`src/hw/simd_pkg.sv`:
```
// SIMD execution unit package
// Operation and element-width encodings, lane and vector data types,
// the decoded instruction format and the FIFO sizing constants

package simd_pkg;

    localparam int NUM_LANES  = 2;
    localparam int FIFO_DEPTH = 4;
    localparam int FIFO_PTR_W = 2;  // log2 of FIFO_DEPTH

    typedef enum logic [3:0] {
        VADD  = 4'd0,
        VSUB  = 4'd1,
        VMIN  = 4'd2,
        VMINU = 4'd3,
        VMAX  = 4'd4,
        VMAXU = 4'd5,
        VMSEQ = 4'd6,
        VAND  = 4'd7,
        VOR   = 4'd8,
        VXOR  = 4'd9,
        VSLL  = 4'd10,
        VSRL  = 4'd11,
        VSRA  = 4'd12,
        VID   = 4'd13,
        VMV   = 4'd14
    } instr_type_e;

    // Encoding is log2(SEW/8), the lanes index by it
    typedef enum logic [1:0] {
        SEW_8  = 2'd0,
        SEW_16 = 2'd1,
        SEW_32 = 2'd2,
        SEW_64 = 2'd3
    } sew_e;

    typedef logic [63:0]  bus64_t;   // One lane
    typedef logic [127:0] vreg_t;    // Lane 0 in low half
    typedef logic         fu_id_t;   // Lane index

    typedef struct packed {
        instr_type_e instr_type;
        sew_e        sew;
        vreg_t       vs1;
        vreg_t       vs2;
    } simd_instr_t;

endpackage

```
`src/hw/simd_instr_if.sv`:
```
// Instruction handoff between the FIFO and the execution stage
// valid/instr describe the head entry, pop removes it at the clock edge

`timescale 1ns/100ps

interface simd_instr_if;
    import simd_pkg::*;

    logic        valid;  // FIFO not empty
    simd_instr_t instr;  // Head entry
    logic        pop;    // Combinational from the stage

    modport fifo_mp (
        output valid,
        output instr,
        input  pop
    );

    modport exe_mp (
        input  valid,
        input  instr,
        output pop
    );

endinterface

```
`src/hw/simd_instr_fifo.sv`:
```
// Four-entry instruction FIFO
// Circular buffer with a push strobe on the write side and the head
// entry offered to the execution stage through simd_instr_if

`timescale 1ns/100ps

module simd_instr_fifo (
    input  logic                  clk_i,
    input  logic                  rst_n_i,
    input  logic                  push_i,
    input  simd_pkg::simd_instr_t instr_i,
    output logic                  full_o,
    simd_instr_if.fifo_mp         out_if
);
    import simd_pkg::*;

    simd_instr_t           mem [FIFO_DEPTH];
    logic [FIFO_PTR_W-1:0] wr_ptr;
    logic [FIFO_PTR_W-1:0] rd_ptr;
    logic [FIFO_PTR_W:0]   count;
    logic [FIFO_PTR_W:0]   count_next;
    logic                  push_en;
    logic                  pop_en;

    assign pop_en  = out_if.pop & out_if.valid;
    assign push_en = push_i & (~full_o | pop_en);  // Full but draining still accepts

    always_comb begin
        count_next = count;
        if (push_en && !pop_en) begin
            count_next = count + 1'b1;
        end else if (pop_en && !push_en) begin
            count_next = count - 1'b1;
        end
    end

    always_ff @(posedge clk_i) begin
        if (!rst_n_i) begin
            wr_ptr <= '0;
            rd_ptr <= '0;
            count  <= '0;
            full_o <= 1'b0;
        end else begin
            if (push_en) wr_ptr <= wr_ptr + 1'b1;  // Wraps at depth
            if (pop_en)  rd_ptr <= rd_ptr + 1'b1;
            count  <= count_next;
            full_o <= (count_next == (FIFO_PTR_W + 1)'(FIFO_DEPTH));
        end
    end

    always_ff @(posedge clk_i) begin
        if (push_en) mem[wr_ptr] <= instr_i;
    end

    assign out_if.valid = (count != '0);
    assign out_if.instr = mem[rd_ptr];

endmodule

```
`src/flat_wrapper.sv`:
```
// flat-port wrapper written by rule: the top's interface ports become plain ports
module simd_instr_fifo_flat import simd_pkg::*;
  (clk_i, rst_n_i, push_i, instr_i, full_o, out_if_valid, out_if_instr, out_if_pop);
  simd_instr_if out_if_i ();
  input  logic clk_i;
  input  logic rst_n_i;
  input  logic push_i;
  input  simd_pkg::simd_instr_t instr_i;
  output logic full_o;
  output wire logic [$bits(out_if_i.valid)-1:0] out_if_valid;
  output wire logic [$bits(out_if_i.instr)-1:0] out_if_instr;
  input wire logic [$bits(out_if_i.pop)-1:0] out_if_pop;
  assign out_if_valid = out_if_i.valid;
  assign out_if_instr = out_if_i.instr;
  assign out_if_i.pop = out_if_pop;
  simd_instr_fifo u_core (.clk_i(clk_i), .rst_n_i(rst_n_i), .push_i(push_i), .instr_i(instr_i), .full_o(full_o), .out_if(out_if_i));
endmodule
```
`config.mk`:
```
export PLATFORM = sky130hd
export DESIGN_NAME = simd_instr_fifo_flat
export DESIGN_NICKNAME = d
export VERILOG_FILES = /design/src/hw/simd_pkg.sv /design/src/hw/simd_instr_if.sv /design/src/hw/simd_instr_fifo.sv /design/src/flat_wrapper.sv
export SDC_FILE = /design/constraint.sdc
export NUM_CORES = 1
export LEC_CHECK = 0
export ABC_AREA = 1
export ABC_CLOCK_PERIOD_IN_PS = 12800
export BUFFER_PORTS_ARGS = -buffer_cell sky130_fd_sc_hd__buf_2
export CORE_MARGIN = 1.5
export CORE_UTILIZATION = 40
export DETAILED_ROUTE_END_ITERATION = 12
export GPL_TIMING_DRIVEN = 0
export SETUP_SLACK_MARGIN = 0.1
export SLEW_MARGIN = 20
export SYNTH_ARGS = -nofsm -noshare
export SYNTH_HDL_FRONTEND = slang
export SYNTH_SLANG_ARGS = --single-unit
```
`constraint.sdc`:
```
create_clock -name clk_i -period 12.8 [get_ports clk_i]
set_input_delay 1.28 -clock clk_i [delete_from_list [all_inputs] [get_ports clk_i]]
set_output_delay 1.28 -clock clk_i [all_outputs]
set_load 0.01 [all_outputs]
```
==> results of run 1 <==
critical path, cell delays in order (launching register included):
cell	delay, ps
dfxtp_1	310
clkinv_1	380
buf_2	450
clkbuf_1	420
o21ai_0	170
o22ai_1	320
buf_2	210
layer usage:
metal / GRT usage / wire length [um]
met1: 0.264 / 42000
met2: 0.328 / 50600
met3: 0.0635 / 9150
met4: 0.0870 / 3480
met5: 0 / 206
cell type report:
class	instances	share of cell area
sequential	1058	0.655
multi-input combinational	1356	0.135
timing repair buffer	590	0.0862
clock buffer	152	0.0628
tap	1276	0.0330
buffer	173	0.0159
clock inverter	44	0.00914
inverter	18	0.00140
antenna	22	0.00114
worst paths after layout:
| path | startpoint | end | slack [ps] | cells past startpoint |
|---|---|---|---|---|
| hold / removal | u_core.rd_ptr[0]$_SDFFE_PN0P_ | u_core.rd_ptr[0]$_SDFFE_PN0P_ | 490 | 1 |
| hold reg to reg | u_core.rd_ptr[0]$_SDFFE_PN0P_ | u_core.rd_ptr[0]$_SDFFE_PN0P_ | 490 | 1 |
| setup / recovery | register | out_if_instr[81] | 8560 | 6 |
| setup reg to reg | u_core.count[0]$_SDFF_PN0_ | u_core.mem[1][190]$_DFFE_PP_ | 9720 | 12 |
kinds of logic after synthesis:
family / after synthesis / synth area share
fa+ha+maj: 7 / 0.00224
compound gates: 795 / 0.111
buf+inv: 191 / 0.0215
simple gates: 553 / 0.0537
xor+xnor: 1 / 0.000225
flops: 1058 / 0.812
power by group through the flow:
stage | sequential, mW | combinational [mW] | clock, mW
floorplan | 4.17 | 0.605 | 0
global placement | 4.24 | 1.20 | 0
detailed placement | 4.10 | 1.28 | 0
CTS | 4.03 | 1.28 | 3.13
global route | 4.04 | 1.37 | 3.26
finish | 4.03 | 1.27 | 3.07
flip-flops by register name, summed over array words and instances, names as in the netlist, named ones only:
| register | flops |
|---|---|
| u_core.count | 3 |
| u_core.full_o | 1 |
| u_core.mem | 1048 |
| u_core.rd_ptr | 2 |
| u_core.wr_ptr | 2 |
synthesized netlist by cell type:
cell type,number,share of area
edfxtp_1,1048,0.81
nor2_1,533,0.051
o21ai_0,418,0.054
o22ai_1,262,0.042
clkbuf_1,114,0.011
o21ai_1,109,0.014
buf_2,48,0.0062
inv_1,16,0.0015
dfxtp_1,10,0.0051
nand2_1,10,0.00096
ha_1,7,0.0022
buf_4,6,0.0012
nand3_1,6,0.00077
a21oi_1,5,0.00064
buf_6,5,0.0014
nand4_1,4,0.00064
clkinv_1,1,0.000096
inv_2,1,0.000096
o21ai_4,1,0.00042
xor2_1,1,0.00022
metrics by stage:
stage / total power, mW / util / setup TNS (ps)
floorplan: 4.78 / - / -583630
global placement: 5.44 / 0.447 / -
detailed placement: 5.38 / 0.463 / 0
CTS: 8.44 / 0.499 / 0
global route: 8.67 / 0.500 / 0
finish: 8.36 / 0.500 / 0
==> flow_metrics.py, run 1 <==
metrics = {
    "outcome": {
        "status": "finished clean",
    },
    "finish": {
        "drive_above_1_share": 0.236,
        "fill_cells": 8250,
        "syn_to_final_growth_pct": 23.9,
        "multi_input_area_sq_um": 6540,
        "stdcell_count": 4689,
        "ff_latch_area_sq_um": 31700,
        "final_common_cell": "edfxtp_1",
        "finalNetCount": 3580,
        "stdcell_area_sq_um": 48300,
        "mostFrequentLayoutCells": "edfxtp_1, buf_2, nor2_1",
    },
    "routing": {
        "firstDrtPassIters": 5,
        "drc": 0,
        "drt-initial-drc-count": 1992,
        "drtAntennaViolNets": 0,
        "viasPerCell": 5.21,
        "num_vias": 24432,
        "wirelength_um": 105000,
        "avgRoutedWirePerCell_um": 22.5,
    },
    "placed_design": {
        "placed_area_sq_um": 44800,
        "dp_cells": 4471,
        "numPortBuffers": 529,
        "gp_congestion": 0.767,
        "hpwl_um": 70100,
        "preCtsSetupSlack_ps": 9060,
    },
    "timing": {
        "fin_crit_sh": 0.331,
        "fin_skew_ps": 20.3,
        "worst_slack_ps": 8560,
        "min_period_ps": 4240,
        "slew_headroom": 0.492,
        "setup_viol": 0,
        "hold_violations": 0,
        "final-max-slew-violation-count": 0,
        "timing.fmax_mhz": 236,
        "whs_ps": 490,
        "rsz0062_at_grt": "false",
        "worst-slew-pin-transition_ps": 761,
    },
    "floorplanning": {
        "ios": 530,
        "die_height_um": 315,
        "die_w_um": 315,
        "dieArea_sq_um": 99400,
        "core_sq_um": 96700,
        "initial_core_util": 0.403,
        "row_count": 114,
    },
    "cts": {
        "post_cts_buffers": 0,
        "cts-root-buf": "clkbuf_16",
        "clkLatencyLatePin_ps": 700,
        "post_cts_resized": 0,
        "cts_made_buffers": 110,
        "cts_hold_buf": 0,
        "cts_sinks": 1058,
        "clockBufferDepth": 3,
        "cts_max_level": 3,
        "path_clk_slew_ps": 60,
        "cts_tree": "done",
    },
    "power_and_ir_drop": {
        "pwr-share-clk": 0.367,
        "switching_power_mw": 2.17,
        "intPower_mw": 6.19,
        "power_frac_seq": 0.482,
        "p_sw_frac": 0.259,
        "comb_power_share": 0.151,
        "p_leak_nw": 16.8,
        "vdd_ir_drop_max_v": 0.000122,
        "powerDensity_nw_per_um2": 173,
    },
    "critical_path": {
        "startpoint_type": "register",
        "crit_required_ps": 11520,
        "arrival_ps": 2960,
        "crit_path_max_fanout": 10,
        "crit_type": "register to output port",
        "endpoint_kind": "output port",
    },
    "job": {
        "cap_violations": 0,
    },
    "synthesis": {
        "synth.avg_cell_area_sq_um": 15.0,
        "syn-cell-area_sq_um": 39000,
        "yosysSeqAreaShare": 0.812,
        "ys_ff_latch": 1058,
        "synth.distinct_cells": 20,
        "ys_warn_count": 0,
        "syn_nets": 2878,
        "synthCells": 2605,
    },
    "global_route": {
        "grt_usage": 0.207,
        "first_global_vias": 23573,
        "overflow": 0,
        "grt_pass1_wl_um": 152000,
        "grt_antenna_before_repair": 42,
        "grt_max_degree": 24,
    },
    "min_path": {
        "hp-class": "register to register",
    },
}
Note: power is estimated with default switching activity, not from simulation.
==> run 2, diff against run 1 <==
- ABC_AREA: 1 -> 0
- ABC_CLOCK_PERIOD_IN_PS: 12800 -> 3800
- clock period: 12.8 -> 3.8 ns (I/O delays scaled with it)
==> run 2 against run 1 <==
Effect of this change: power grew to 3.2 times the previous value; clock power rose to 3.2 times the previous value; sequential power grew to 3.3 times the previous value; global-route usage shrank 3.9 points; count of clock-buffer cells in the layout is 17 lower; hold slack worse by 370 ps; clock skew is 15 ps higher; non-clock buffer count rose by 112; critical path depth shrank 1; via count is 24% lower; core utilization up 1.7 points; critical path type unchanged; critical endpoint is now out_if_instr[211]; largest cell class unchanged; highest routed layer unchanged.
==> flow_metrics.py, run 2 <==
metrics = {
    "critical_path": {
        "crit_chain": "buf_2 > clkbuf_1 > buf_2 > mux4_2 > buf_2",
        "slowest_stage": "clkbuf_1",
        "crit_required_ps": 3420,
        "crit_top_cell": "buf_2",
        "crit_type": "register to output port",
        "rr_worst_depth": 8,
        "startpoint_type": "register",
        "arrival_ps": 3100,
        "cp_slowest_stage_delay_ps": 680,
        "crit_path_max_fanout": 10,
        "endpoint_kind": "output port",
    },
    "routing": {
        "wirelength_um": 81700,
        "firstDrtPassIters": 7,
        "drt-initial-drc-count": 1466,
        "viasPerCell": 5.01,
        "avgRoutedWirePerCell_um": 22.0,
        "drc": 0,
        "num_vias": 18622,
        "drtAntennaViolNets": 0,
    },
    "global_route": {
        "first_global_vias": 20029,
        "grt_usage": 0.168,
        "overflow": 0,
        "grt_pass1_wl_um": 124000,
        "busiest_layer": "met2",
        "grt_antenna_before_repair": 8,
        "grtUsageMet3": 0.0510,
        "grt_max_degree": 43,
        "use_met2": 0.282,
        "met1_usage": 0.211,
    },
    "synthesis": {
        "ys.flop_type": "edfxtp_1",
        "yosys.area.top_type": "edfxtp_1",
        "netlist_top_cells_count": "edfxtp_1, mux4_2, buf_2",
        "ys_ff_latch": 1058,
        "syn-cell-area_sq_um": 38300,
        "synth.avg_cell_area_sq_um": 26.7,
        "ys_warn_count": 0,
        "synthCells": 1436,
        "synthArstFlopShare": 0,
        "synth.top_cell.area_share": 0.821,
        "synth.distinct_cells": 29,
        "yosysSeqAreaShare": 0.826,
        "syn_nets": 1709,
        "synth_edf_count": 1048,
        "yosysMostFrequentCell": "edfxtp_1",
        "synth_area_leaders": "edfxtp_1, mux4_2, dfxtp_1",
    },
    "min_path": {
        "whs_path_depth": 4,
        "hp-class": "input port to register",
    },
    "finish": {
        "largest_reg_flops": 1048,
        "stdcell_count": 3717,
        "drive_above_1_share": 0.415,
        "reg_top3": "u_core.mem: 1048 flops, u_core.count: 3 flops",
        "top_register": "u_core.mem",
        "ff_latch_area_sq_um": 31700,
        "mostFrequentLayoutCells": "edfxtp_1, buf_2, dlygate4sd3_1",
        "multi_input_area_sq_um": 6300,
        "finalNetCount": 2633,
        "final_common_cell": "edfxtp_1",
        "syn_to_final_growth_pct": 28.3,
        "fill_cells": 7523,
    },
    "cts": {
        "cts_tree": "done",
        "cts_max_level": 3,
        "cts_sinks": 1058,
        "clockBufferDepth": 3,
        "cts-root-buf": "clkbuf_16",
        "cts_made_buffers": 107,
        "clkLatencyLatePin_ps": 690,
        "path_clk_slew_ps": 60,
    },
    "power_and_ir_drop": {
        "pwr-share-clk": 0.364,
        "p_sw_frac": 0.231,
        "comb_power_share": 0.134,
        "p_leak_nw": 16.6,
        "vdd_ir_drop_max_v": 0.000553,
        "switching_power_mw": 6.20,
        "powerDensity_nw_per_um2": 547,
        "power_frac_seq": 0.502,
        "intPower_mw": 20.7,
    },
    "outcome": {
        "status": "finished clean",
    },
    "timing": {
        "timing.fmax_mhz": 287,
        "worst-slew-pin-transition_ps": 840,
        "hold_violations": 0,
        "fin_crit_sh": 0.917,
        "setup_viol": 0,
        "slew_headroom": 0.440,
        "rsz0062_at_grt": "false",
        "final-max-slew-violation-count": 0,
        "min_period_ps": 3480,
        "fin_skew_ps": 34.9,
        "whs_ps": 121,
    },
    "floorplanning": {
        "die_w_um": 313,
        "core_sq_um": 95000,
        "row_count": 113,
        "die_height_um": 313,
        "dieArea_sq_um": 97700,
        "ios": 530,
        "initial_core_util": 0.403,
    },
    "placed_design": {
        "gp_congestion": 0.750,
        "dp_cells": 3252,
        "numPortBuffers": 527,
        "hpwl_um": 52400,
    },
    "job": {
        "cap_violations": 0,
    },
}
## run 2: cell types whose count changed after synthesis, sizes merged, moves of 104 or more
cell    change
o21ai     -523
nor2      -530
mux4      +262
o22ai     -262
clkbuf    -104
## run 2: power by group through the flow
stage               clock network (mW)  registers (mW)  logic [mW]
detailed placement                   0            13.8        3.44
floorplan                            0            13.8        1.96
CTS                               10.1            13.5        3.69
global route                      10.5            13.5        3.87
finish                            9.80            13.5        3.60
global placement                     0            13.9        3.31
## run 2: worst paths after layout
check,start,end,slack [ps]
worst min-delay path,out_if_pop,register,120
worst min register to register,u_core.rd_ptr[1]$_SDFFE_PN0P_,register,520
worst max register to register,u_core.count[0]$_SDFF_PN0_,u_core.mem[3][164]$_DFFE_PP_,350
worst max-delay path,register,out_if_instr[211],320
## run 2: cell families after synthesis
group	share of synthesized area
AOI/OAI and AO/OA	0.00362
DFF	0.826
adders and majority gates	0.00229
xor gates and xnor gates	0.000457
and+or+nand+nor	0.00333
buffers and inverters	0.00960
muxes	0.154
## run 2: cell type report
cell class,instances,area share
clock buffer,135,0.0575
timing repair buffer,815,0.121
inverter,8,0.000662
multi-input combinational,310,0.128
buffer,60,0.00685
sequential,1058,0.644
tap,1265,0.0322
antenna,6,0.000305
clock inverter,60,0.00919
## run 2: timing repair
| action | in CTS | in global routing |
|---|---|---|
| resized for setup | 1 | 0 |
| setup endpoints to repair | 46 | 0 |
| setup buffers | 0 | 0 |
| endpoints found under the hold margin | 1052 | 0 |
| hold buffers | 264 | 0 |
## run 2: routing by layer
| layer | wire length, um | part of all wire | up-vias |
|---|---|---|---|
| met5 | 13 | 0.00016 | - |
| met4 | 2140 | 0.026 | 2 |
| met3 | 5980 | 0.073 | 135 |
| met2 | 41300 | 0.51 | 570 |
| met1 | 32300 | 0.40 | 9762 |
| li1 | - | - | 8153 |
## run 2: critical path, delay by kind of cell (launching register included)
kind | cells | cell delay (ps)
flops | 1 | 300
mux | 1 | 380
buf+inv | 4 | 1680
## run 2: through the flow
stage,area [sq um],util,power (mW),setup slack (ps),TNS [ps]
after floorplan,38300,-,15.8,-1020,-1070920
after global placement,42500,0.448,17.2,-3780,-3903170
after detailed placement,43200,0.455,17.2,363,0
after CTS,49100,0.517,27.3,141,0
after global routing,49200,0.517,27.9,119,0
final,49200,0.517,26.9,317,0
